**src/csr_config_pkg.sv**
```systemverilog
`default_nettype none

package csr_config_pkg;

    // ------------------------------
    // Datapath widths
    // ------------------------------
    // Byte address of a CSR element
    localparam int addr_width = 32;
    // Vertex index and range count
    localparam int index_width = 16;
    // Word returned by a memory read
    localparam int data_width = 32;

    // ------------------------------
    // FIFO defaults
    // ------------------------------
    localparam int fifo_depth_default = 16;
    // Leaves room for words already in flight when ready drops
    localparam int prog_thresh_default = 12;

    // Destination code carried on every memory response
    typedef enum logic {
        dest_config    = 1'b0,
        dest_generator = 1'b1
    } dest_t;

    // Tag values that pick the word inside a config response
    localparam logic [index_width-1:0] config_tag_base = 16'd0;
    localparam logic [index_width-1:0] config_tag_stride = 16'd1;

    // Permanent memory configuration seen by the generator
    typedef struct packed {
        logic [addr_width-1:0]  base;
        logic [index_width-1:0] stride;
        logic                   loaded;
    } csr_config_t;

endpackage

`default_nettype wire

```
**src/csr_packet_pkg.sv**
```systemverilog
`default_nettype none

package csr_packet_pkg;

    import csr_config_pkg::*;

    // ------------------------------
    // Engine stream
    // ------------------------------
    // Request: start index plus count of entries
    // Result: start holds the echoed index, count is zero
    typedef struct packed {
        logic                   valid;
        logic [index_width-1:0] start;
        logic [index_width-1:0] count;
        logic [data_width-1:0]  data;
    } engine_packet_t;

    // ------------------------------
    // Memory streams
    // ------------------------------
    // Read request, the tag travels back with the data
    typedef struct packed {
        logic                   valid;
        logic [addr_width-1:0]  addr;
        logic [index_width-1:0] tag;
    } mem_request_t;

    // Read response
    // Dest picks the consumer inside the engine
    typedef struct packed {
        logic                   valid;
        dest_t                  dest;
        logic [index_width-1:0] tag;
        logic [data_width-1:0]  data;
    } mem_response_t;

endpackage

`default_nettype wire

```
**src/csr_fifo.sv**
```systemverilog
`timescale 1ns/100ps
`default_nettype none

module csr_fifo import csr_config_pkg::*, csr_packet_pkg::*; #(
    parameter type payload_t   = engine_packet_t,
    parameter int  fifo_depth  = fifo_depth_default,
    parameter int  prog_thresh = prog_thresh_default
) (
    input  logic     ap_clk,
    input  logic     reset,
    input  payload_t in_data,
    output logic     in_ready,
    output payload_t out_data,
    input  logic     out_ready,
    output logic     empty
);

    localparam int ptr_width = (fifo_depth > 1) ? $clog2(fifo_depth) : 1;
    localparam int count_width = $clog2(fifo_depth + 1);

    // Storage, payload only
    payload_t mem [fifo_depth];

    logic [ptr_width-1:0]   wr_ptr;
    logic [ptr_width-1:0]   rd_ptr;
    logic [count_width-1:0] count;
    logic                   push;
    logic                   pop;

    // Wrap at depth, which need not be a power of two
    function automatic logic [ptr_width-1:0] next_ptr(input logic [ptr_width-1:0] ptr);
        if (ptr == ptr_width'(fifo_depth - 1)) begin
            return '0;
        end
        return ptr + 1'b1;
    endfunction

    assign empty = (count == '0);
    // Programmable full stands in for ready
    assign in_ready = (count < count_width'(prog_thresh));
    assign push = in_data.valid & in_ready;
    assign pop = out_data.valid & out_ready;

    // Head entry, valid while anything is stored
    always_comb begin
        out_data = mem[rd_ptr];
        out_data.valid = ~empty;
    end

    always_ff @(posedge ap_clk) begin
        if (push) begin
            mem[wr_ptr] <= in_data;
        end
    end

    // Pointers and occupancy
    always_ff @(posedge ap_clk) begin
        if (reset) begin
            wr_ptr <= '0;
            rd_ptr <= '0;
            count  <= '0;
        end else begin
            if (push) begin
                wr_ptr <= next_ptr(wr_ptr);
            end
            if (pop) begin
                rd_ptr <= next_ptr(rd_ptr);
            end
            if (push && !pop) begin
                count <= count + 1'b1;
            end else if (pop && !push) begin
                count <= count - 1'b1;
            end
        end
    end

endmodule

`default_nettype wire

```
**src/csr_response_router.sv**
```systemverilog
`timescale 1ns/100ps
`default_nettype none

module csr_response_router import csr_config_pkg::*, csr_packet_pkg::*; (
    input  logic          ap_clk,
    input  logic          reset,
    input  mem_response_t response_in,
    output logic          response_ready,
    output mem_response_t config_response,
    output mem_response_t gen_response,
    input  logic          gen_ready
);

    // One-entry holding register
    mem_response_t resp_q;
    logic          to_config;
    logic          out_fire;
    logic          load;

    assign to_config = (resp_q.dest == dest_config);
    // Config side never stalls, generator side waits on its ready
    assign out_fire = resp_q.valid & (to_config | gen_ready);
    // Refill in the same cycle the held word leaves
    assign response_ready = ~resp_q.valid | out_fire;
    assign load = response_in.valid & response_ready;

    always_ff @(posedge ap_clk) begin
        if (reset) begin
            resp_q.valid <= 1'b0;
        end else if (load) begin
            resp_q <= response_in;
        end else if (out_fire) begin
            resp_q.valid <= 1'b0;
        end
    end

    // ------------------------------
    // Steer by dest field
    // ------------------------------
    always_comb begin
        config_response = resp_q;
        config_response.valid = resp_q.valid & to_config;
        gen_response = resp_q;
        gen_response.valid = resp_q.valid & ~to_config;
    end

endmodule

`default_nettype wire

```
**src/csr_configure_memory.sv**
```systemverilog
`timescale 1ns/100ps
`default_nettype none

module csr_configure_memory import csr_config_pkg::*, csr_packet_pkg::*; (
    input  logic          ap_clk,
    input  logic          reset,
    input  mem_response_t config_response,
    output csr_config_t   csr_config
);

    logic [addr_width-1:0]  base_q;
    logic [index_width-1:0] stride_q;
    logic                   have_base;
    logic                   have_stride;
    logic                   loaded_q;
    logic                   take;

    // Words after loaded are ignored, config is permanent
    assign take = config_response.valid & (config_response.dest == dest_config) & ~loaded_q;

    // Config words
    always_ff @(posedge ap_clk) begin
        if (take && config_response.tag == config_tag_base) begin
            base_q <= addr_width'(config_response.data);
        end
        if (take && config_response.tag == config_tag_stride) begin
            stride_q <= config_response.data[index_width-1:0];
        end
    end

    // ------------------------------
    // Arrival tracking
    // ------------------------------
    always_ff @(posedge ap_clk) begin
        if (reset) begin
            have_base   <= 1'b0;
            have_stride <= 1'b0;
            loaded_q    <= 1'b0;
        end else begin
            if (take && config_response.tag == config_tag_base) begin
                have_base <= 1'b1;
            end
            if (take && config_response.tag == config_tag_stride) begin
                have_stride <= 1'b1;
            end
            // One cycle after the second word, then sticky
            loaded_q <= loaded_q | (have_base & have_stride);
        end
    end

    assign csr_config.base = base_q;
    assign csr_config.stride = stride_q;
    assign csr_config.loaded = loaded_q;

endmodule

`default_nettype wire

```
**src/csr_index_generator.sv**
```systemverilog
`timescale 1ns/100ps
`default_nettype none

module csr_index_generator import csr_config_pkg::*, csr_packet_pkg::*; (
    input  logic           ap_clk,
    input  logic           reset,
    input  csr_config_t    csr_config,
    input  engine_packet_t engine_req,
    output logic           engine_req_ready,
    output mem_request_t   mem_request,
    input  logic           mem_request_ready,
    input  mem_response_t  gen_response,
    output logic           gen_ready,
    output engine_packet_t engine_out,
    input  logic           engine_out_ready,
    output logic           idle
);

    // Range walker state
    logic                   busy;
    logic [index_width-1:0] cur_index;
    logic [index_width-1:0] remaining;
    logic [addr_width-1:0]  addr_acc;

    // Reads issued and not yet answered
    logic [index_width:0]   outstanding;

    engine_packet_t result_q;
    logic           take_req;
    logic           issue;
    logic           take_resp;

    // New range only once configured and the last one is walked
    assign engine_req_ready = csr_config.loaded & ~busy;
    assign take_req = engine_req.valid & engine_req_ready;
    assign issue = mem_request.valid & mem_request_ready;

    // Output register frees up when downstream takes it
    assign gen_ready = ~result_q.valid | engine_out_ready;
    assign take_resp = gen_response.valid & gen_ready;

    // ------------------------------
    // Index generation
    // ------------------------------
    always_comb begin
        mem_request.valid = busy;
        mem_request.addr = addr_acc;
        mem_request.tag = cur_index;
    end

    always_ff @(posedge ap_clk) begin
        if (reset) begin
            busy <= 1'b0;
        end else if (take_req) begin
            // Zero count retires the packet with no reads
            busy      <= (engine_req.count != '0);
            cur_index <= engine_req.start;
            remaining <= engine_req.count;
            addr_acc  <= csr_config.base
                         + addr_width'(engine_req.start) * addr_width'(csr_config.stride);
        end else if (issue) begin
            busy      <= (remaining != index_width'(1));
            cur_index <= cur_index + 1'b1;
            remaining <= remaining - 1'b1;
            // Next element is one stride further
            addr_acc  <= addr_acc + addr_width'(csr_config.stride);
        end
    end

    // Up on issue, down on response
    always_ff @(posedge ap_clk) begin
        if (reset) begin
            outstanding <= '0;
        end else if (issue && !take_resp) begin
            outstanding <= outstanding + 1'b1;
        end else if (take_resp && !issue) begin
            outstanding <= outstanding - 1'b1;
        end
    end

    // ------------------------------
    // Response to result packet
    // ------------------------------
    always_ff @(posedge ap_clk) begin
        if (reset) begin
            result_q.valid <= 1'b0;
        end else if (take_resp) begin
            result_q.valid <= 1'b1;
            // Tag is the index that was read
            result_q.start <= gen_response.tag;
            result_q.count <= '0;
            result_q.data  <= gen_response.data;
        end else if (engine_out_ready) begin
            result_q.valid <= 1'b0;
        end
    end

    assign engine_out = result_q;
    assign idle = ~busy & (outstanding == '0) & ~result_q.valid;

endmodule

`default_nettype wire

```
**src/engine_csr_index.sv**
```systemverilog
`timescale 1ns/100ps
`default_nettype none

module engine_csr_index import csr_config_pkg::*, csr_packet_pkg::*; #(
    parameter int fifo_depth  = fifo_depth_default,
    parameter int prog_thresh = prog_thresh_default
) (
    input  logic           ap_clk,
    input  logic           areset_csr_engine,
    input  engine_packet_t engine_in,
    output logic           engine_in_ready,
    input  mem_response_t  mem_response_in,
    output logic           mem_response_ready,
    output mem_request_t   mem_request_out,
    input  logic           mem_request_ready,
    output engine_packet_t engine_out,
    input  logic           engine_out_ready,
    output logic           done
);

    // ------------------------------
    // Reset copies
    // ------------------------------
    logic reset_top;
    logic reset_engine_fifo;
    logic reset_request_fifo;
    logic reset_router;
    logic reset_config;
    logic reset_generator;

    always_ff @(posedge ap_clk) begin
        reset_top          <= areset_csr_engine;
        reset_engine_fifo  <= areset_csr_engine;
        reset_request_fifo <= areset_csr_engine;
        reset_router       <= areset_csr_engine;
        reset_config       <= areset_csr_engine;
        reset_generator    <= areset_csr_engine;
    end

    // Internal streams
    engine_packet_t engine_req;
    logic           engine_req_ready;
    mem_request_t   gen_request;
    logic           gen_request_ready;
    mem_response_t  config_response;
    mem_response_t  gen_response;
    logic           gen_ready;
    engine_packet_t gen_result;
    logic           gen_result_ready;
    csr_config_t    csr_config;
    logic           gen_idle;
    logic           engine_fifo_empty;
    logic           request_fifo_empty;

    // Engine packets wait here until the generator is free
    csr_fifo #(
        .payload_t  (engine_packet_t),
        .fifo_depth (fifo_depth),
        .prog_thresh(prog_thresh)
    ) u_engine_fifo (
        .ap_clk   (ap_clk),
        .reset    (reset_engine_fifo),
        .in_data  (engine_in),
        .in_ready (engine_in_ready),
        .out_data (engine_req),
        .out_ready(engine_req_ready),
        .empty    (engine_fifo_empty)
    );

    csr_response_router u_router (
        .ap_clk         (ap_clk),
        .reset          (reset_router),
        .response_in    (mem_response_in),
        .response_ready (mem_response_ready),
        .config_response(config_response),
        .gen_response   (gen_response),
        .gen_ready      (gen_ready)
    );

    csr_configure_memory u_configure_memory (
        .ap_clk         (ap_clk),
        .reset          (reset_config),
        .config_response(config_response),
        .csr_config     (csr_config)
    );

    csr_index_generator u_generator (
        .ap_clk           (ap_clk),
        .reset            (reset_generator),
        .csr_config       (csr_config),
        .engine_req       (engine_req),
        .engine_req_ready (engine_req_ready),
        .mem_request      (gen_request),
        .mem_request_ready(gen_request_ready),
        .gen_response     (gen_response),
        .gen_ready        (gen_ready),
        .engine_out       (gen_result),
        .engine_out_ready (gen_result_ready),
        .idle             (gen_idle)
    );

    // Absorbs memory back-pressure, threshold pauses generation
    csr_fifo #(
        .payload_t  (mem_request_t),
        .fifo_depth (fifo_depth),
        .prog_thresh(prog_thresh)
    ) u_request_fifo (
        .ap_clk   (ap_clk),
        .reset    (reset_request_fifo),
        .in_data  (gen_request),
        .in_ready (gen_request_ready),
        .out_data (mem_request_out),
        .out_ready(mem_request_ready),
        .empty    (request_fifo_empty)
    );

    // ------------------------------
    // Output register and done
    // ------------------------------
    assign gen_result_ready = ~engine_out.valid | engine_out_ready;

    always_ff @(posedge ap_clk) begin
        if (reset_top) begin
            engine_out.valid <= 1'b0;
        end else if (gen_result.valid && gen_result_ready) begin
            engine_out <= gen_result;
        end else if (engine_out_ready) begin
            engine_out.valid <= 1'b0;
        end
    end

    // Nothing queued, walked, in flight or unsent
    always_ff @(posedge ap_clk) begin
        if (reset_top) begin
            done <= 1'b0;
        end else begin
            done <= csr_config.loaded & gen_idle & engine_fifo_empty
                    & request_fifo_empty & ~engine_out.valid;
        end
    end

endmodule

`default_nettype wire

```
**config.mk**
```make
export PLATFORM = sky130hd
export DESIGN_NAME = engine_csr_index
export DESIGN_NICKNAME = d
export VERILOG_FILES = /design/src/csr_config_pkg.sv /design/src/csr_packet_pkg.sv /design/src/csr_fifo.sv /design/src/csr_response_router.sv /design/src/csr_configure_memory.sv /design/src/csr_index_generator.sv /design/src/engine_csr_index.sv
export SDC_FILE = /design/constraint.sdc
export NUM_CORES = 2
export LEC_CHECK = 0
export BUFFER_PORTS_ARGS = -buffer_cell sky130_fd_sc_hd__buf_2
export CAP_MARGIN = 0
export CORE_UTILIZATION = 55
export CTS_BUF_LIST = sky130_fd_sc_hd__clkbuf_4
export DETAILED_ROUTE_END_ITERATION = 8
export GPL_TIMING_DRIVEN = 0
export PLACE_DENSITY = 0.72
export SYNTH_ARGS = -nofsm -noshare
export SYNTH_HDL_FRONTEND = slang
export SYNTH_SLANG_ARGS = --single-unit
```
**constraint.sdc**
```tcl
create_clock -name ap_clk -period 13.08 [get_ports ap_clk]
set_clock_uncertainty 0.15 [all_clocks]
set_input_delay 1.308 -clock ap_clk [delete_from_list [all_inputs] [get_ports ap_clk]]
set_output_delay 1.308 -clock ap_clk [all_outputs]
set_load 0.1 [all_outputs]
```
== Yosys cells after proc, flatten, opt, wreduce, memory -nomap -nowiden ==
Memory sizes are Yosys's and may differ from the RTL's. A register that Yosys moved wholly into a read port is not among the register bits.
Index checks and enable logic that the tools add are counted.
Storage, ports and cells
  bits in registers: 309
  bits of input ports: 119
  bits in writable memories: 1824
  memories: 2
  output and inout port bits: 117
Memories
  u_engine_fifo.mem: words 16, bits a word 65, read ports 1, clocked after Yosys merged registers in 1, write ports 1, line csr_fifo.sv:22  | payload_t mem [fifo_depth];
  u_request_fifo.mem: words 16, bits a word 49, read ports 1, clocked after Yosys merged registers in 1, write ports 1, line csr_fifo.sv:22
Operators by class
  mux-type cells: 48
  multiply operators: 1
  reduce and logical (&&, ||, !) cells: 30
  bitwise gates (word level): 33
  magnitude comparators: 2
  equal/unequal tests: 6
  add/sub/neg operators: 14
Operator list (number)
  $mux 16: 4
  $mux 32: 2
  $mux 4: 12
  $mux 17: 2
  $add 32x16->32: 1
  $add 32x32->32: 1
  $mul 16x16->32: 1
  $mux 1: 24
  $mux 5: 4
  $and 1x1->1: 19
  $add 17x1->17 const B: 1
  $logic_not 17->1: 1
  $sub 17x1->17 const B: 1
  $add 16x1->16 const B: 1
  $add 4x1->4 const B: 4
  $eq 16x1->1 const B: 1
  $eq 4x4->1 const B: 4
  $logic_not 16->1: 1
  $ne 16x1->1 const B: 1
  $reduce_bool 16->1: 1
  $sub 16x1->16 const B: 1
  $reduce_bool 2->1: 7
  $add 5x1->5 const B: 2
  $logic_not 5->1: 2
  7 further kinds: 36

== Depth between registers and ports, before layout ==
  depth in word-level cells: 8
  gate-level depth with buffers: 27
  gate-level depth less buffers: 24

== Hierarchy ==
A second synthesis with hierarchy kept.
Second synthesis, totals
  cell total of the unflattened synthesis: 5045
  area, all modules: 91261.3 um2
By module, submodules not included
  csr_fifo at u_engine_fifo: cells an instance 1675, seq. area each 31089.8 um2, area an instance 39135.0 um2, times used 1
  csr_fifo at u_request_fifo: cells an instance 1287, seq. area each 23402.4 um2, area an instance 29578.4 um2, times used 1
  csr_index_generator: cells an instance 1786, seq. area each 3743.6 um2, area an instance 16578.4 um2, times used 1
  csr_response_router: cells an instance 154, seq. area each 1491.4 um2, area an instance 2288.4 um2, times used 1
  engine_csr_index: cells an instance 73, seq. area each 1981.9 um2, area an instance 2043.2 um2, times used 1
  csr_configure_memory: cells an instance 70, seq. area each 1501.4 um2, area an instance 1637.8 um2, times used 1

== Worst setup path before layout ==
Ideal clock, no wire load.
  path kind: register -> register
  from: register with a tool-made name
  to: register u_generator.addr_acc[29], data pin
  data required time: 12.655 ns
  cell stages (with the launch flop): 25
  library setup time: 0.275 ns
  clock period less this slack: 7.634 ns
  buffers on the path: 3
  setup slack: 5.446 ns
  data arrival time: 7.209 ns
  path through: dfxtp_1 > buf_2 > buf_2 > mux4_2 > mux4_2 > clkbuf_1 > nand2_1 > fa_1 > fa_1 > fa_1 > inv_1 > fa_1 > fa_1 > inv_1 > fa_1 > inv_1 > ha_1 > a21o_1 > a211o_1 > a21oi_1 > o22ai_1 > a221o_1 > o211ai_1 > and4_1 > a211oi_1
RTL lines
  end signal: assignment: line csr_index_generator.sv:59  | addr_acc <= csr_config.base
  end signal: assignment: line csr_index_generator.sv:66  | addr_acc <= addr_acc + addr_width'(csr_config.stride);
  end: declaration: line csr_index_generator.sv:23  | logic [addr_width-1:0] addr_acc;

==> qor.csv <==
stage;metric;value;unit
critical_path;arrival;10.55;ns
timing;period_minus_slack;9.61;ns
floorplan;initial_utilization;55.6;%
synthesis;synth_area_per_cell;17.8;µm²
clock_tree;cts_buffer_depth;4;
timing;fmax;104;MHz
timing;fin_crit_sh;73.5;%
grt;grt_max_degree;34;
place;dp_slack;3.66;ns
timing;finalSetupTns;0;ns
grt;grt_pass1_wl;254;mm
timing;setup_violations;0;
floorplan;die_area;130000;µm²
routing;wire_per_inst;25.4;µm
grt;overflow;0;
floorplan;rows;131;
grt;antenna_found_initial;14;
timing;slew_violations;0;
worst_hold_path;min_path_cells;1;
finish;num-fill-cells;8961;
critical_path;rr_worst_depth;25;
worst_hold_path;hold_start;engine_in[56];
synthesis;synth_area;70900;µm²
finish;drive_gt1_share;27.0;%
clock_tree;cts_hold_buf;51;
grt;grt.busiest_layer;met2;
synthesis;synthMuxAreaShare;12.9;%
outcome;status;finished clean;
critical_path;crit_type;reg -> reg;
routing;wl;170;mm
critical_path;cp_common_cell;fa_1;
grt;grtUsageMet3;6.82;%
clock_tree;cts_sinks;1597;
clock_tree;cts_root_buf;clkbuf_4;
place;io_buffers;187;
floorplan;ios;236;
critical_path;cpMaxStageDelayCell;clkbuf_1;
power_and_ir_drop;power_density;245;nW/µm²
finish;instances_no_fill;6675;
critical_path;crit_fanout;10;
floorplan;die_w;361;µm
clock_tree;tritoncts;done;
clock_tree;post_cts_resized;0;
place;place_congestion;0.928;
floorplan;die_h;361;µm
timing;rsz0062_at_grt;no;
timing;finalWorstSetupSlack;3.47;ns
finish;fin_util;63.5;%
clock_tree;clock_latency;1.37;ns
finish;final_cell_mix;edfxtp_1 (1537), clkbuf_4 (568), mux4_2 (400);
worst_hold_path;min-delay-path-class;in -> reg;
grt;met2_usage;43.9;%
grt;grt_pass1_vias;40903;
finish;area_growth;14.3;%
place;place_area;75800;µm²
synthesis;yosys.area_share.simple;4.47;%
routing;vias;38978;
critical_path;worstSetupStartpointType;register;
power_and_ir_drop;p_leak;0.0284;µW
clock_tree;cts_buffers;407;
timing;slew_headroom;15.8;%
timing;finalHoldViolations;0;
synthesis;synth_xor_area_share;1.26;%
synthesis;synthFlopType;edfxtp_1;
grt;grt_use_met1;35.1;%
routing;drc;0;
synthesis;seq_area_frac_synth;66.7;%
timing;worst_slew_pin_slew;1.26;ns
synthesis;ys_ff_latch;1597;
synthesis;synthCells;3985;
critical_path;required;14.02;ns
critical_path;endpoint_kind;register;
place;dp_cells;5949;
power_and_ir_drop;vdd_drop_max;623;µV
routing;dr.pass1.iters;6;
grt;grt_use_total;26.7;%
clock_tree;htreeDepth;5;
place;dp_hpwl;116;mm
routing;antenna_left;0;
finish;stdcell_area;81100;µm²
clock_tree;postCtsSetupBuffers;0;
finish;final_common_cell;edfxtp_1;
synthesis;async_flop_share;0;%
clock_tree;path_clk_slew;0.07;ns
critical_path;max_stage_delay;0.86;ns
critical_path;r2r_setup_slack;3.47;ns
synthesis;synth_compound_area_share;2.41;%
synthesis;synth_top_family_by_area;multiplexers;
finish;nets;5247;
run;maxCapViolCount;0;
synthesis;synthAdderAreaFrac;9.14;%
synthesis;synth_enable_flop_cells;1537;
synthesis;yosys_warnings;0;
routing;avgViaCountPerCell;5.84;
routing;drt-initial-drc-count;3751;
floorplan;core_area;128000;µm²
synthesis;synthDistinctLibCells;62;
critical_path;setup.worst_path.end;u_generator.addr_acc[28];
critical_path;timing.rr.end;u_generator.addr_acc[28];
-- cell families after synthesis --
family / Yosys count
AOI/OAI and AO/OA: 280
adders and majority gates: 381
muxes: 414
other: 1
DFF: 1597
and+or+nand+nor: 662
xor gates and xnor gates: 102
buffers and inverters: 548
-- metrics by stage --
step	power (µW)	hold WS, ns
final	19900	0.158
after global routing	21400	0.0474
after CTS	19900	0.0213
after detailed placement	15800	0.255
after global placement	15700	0.251
after floorplan	13300	0.250
-- synth_stat cells, types with 4 or more instances --
library cell | instances | area share, %
edfxtp_1 | 1537 | 65
mux4_2 | 400 | 13
inv_1 | 369 | 2.0
nand2_1 | 250 | 1.3
fa_1 | 229 | 6.5
ha_1 | 152 | 2.7
nor2_1 | 130 | 0.69
and2_1 | 128 | 1.1
clkbuf_1 | 115 | 0.61
a21oi_1 | 99 | 0.70
dfxtp_1 | 60 | 1.7
xor2_1 | 53 | 0.65
xnor2_1 | 49 | 0.60
o21ai_1 | 45 | 0.32
buf_1 | 27 | 0.14
a21o_1 | 26 | 0.28
nand3_1 | 25 | 0.18
nor3_1 | 24 | 0.17
o21ai_0 | 24 | 0.17
buf_4 | 20 | 0.21
nor4_1 | 20 | 0.18
and3_1 | 18 | 0.16
buf_2 | 13 | 0.092
mux2i_1 | 13 | 0.18
or3_1 | 13 | 0.11
nor2b_1 | 12 | 0.11
a211oi_1 | 11 | 0.12
a31oi_1 | 9 | 0.079
nand4_1 | 9 | 0.079
o211ai_1 | 9 | 0.095
o21a_1 | 9 | 0.095
nand2b_1 | 8 | 0.071
nor3b_1 | 7 | 0.074
o31ai_1 | 7 | 0.074
a211o_1 | 6 | 0.074
a311oi_1 | 6 | 0.074
and4_1 | 6 | 0.074
o2111ai_1 | 6 | 0.074
a2111oi_0 | 4 | 0.049
buf_6 | 4 | 0.063
o21bai_1 | 4 | 0.042
-- worst min path at each step --
| stage | to | slack [ns] |
|---|---|---|
| global placement | engine_out[58] | 0.25 |
| detailed placement | engine_out[10] | 0.25 |
| floorplan | engine_out[0] | 0.25 |
| finish | u_engine_fifo.mem[1][56] | 0.16 |
| global route | u_engine_fifo.mem[14][60] | 0.05 |
| CTS | u_engine_fifo.mem[0][60] | 0.02 |
-- worst max-delay path, delay by kind of cell (launching register included) --
family	cells	cell delay, ns
AND/OR/NAND/NOR	5	1.09
multiplexers	2	0.88
flip-flops	1	0.33
adder cells (fa/ha/maj)	7	3.40
buffers and inverters	7	2.63
AO/OA/AOI/OAI	4	0.96
-- power breakdown --
part / leakage [µW] / internal [µW] / switching [µW]
Combinational: 0.0112 / 3920 / 6260
Sequential: 0.0143 / 5660 / 47.1
Clock: 0.00285 / 2070 / 1920
Total: 0.0284 / 11600 / 8230
-- routing by layer --
| metal | vias up | part of all wire (%) |
|---|---|---|
| li1 | 16869 | - |
| met1 | 20046 | 39 |
| met2 | 1755 | 50 |
| met3 | 302 | 8.6 |
| met4 | 6 | 2.5 |
| met5 | - | 0.021 |
-- final cells by class --
cell class	count	area [µm²]	area share, %
Antenna cell	14	35.0	0.0432
Buffer	179	793	0.978
Clock buffer	568	4260	5.26
Clock inverter	93	489	0.603
Inverter	369	1390	1.71
Multi-Input combinational cell	1855	21700	26.8
Sequential cell	1597	47400	58.4
Tap cell	1662	2080	2.56
Timing Repair Buffer	338	2970	3.66
-- registers in the layout (all words and copies together) (netlist names), 4 cells and up, named ones only --
register	cells
u_engine_fifo.mem	512
u_generator.outstanding	17
u_engine_fifo.count	5
u_request_fifo.count	5
u_engine_fifo.rd_ptr	4
u_generator.cur_index	16
u_request_fifo.mem	768
engine_out	49
u_configure_memory.base_q	32
u_configure_memory.stride_q	16
u_request_fifo.rd_ptr	4
u_generator.engine_out	49
u_request_fifo.wr_ptr	4
u_generator.addr_acc	32
u_engine_fifo.wr_ptr	4
u_generator.remaining	16
u_router.config_response	49
(Power assumes the default switching activity.)
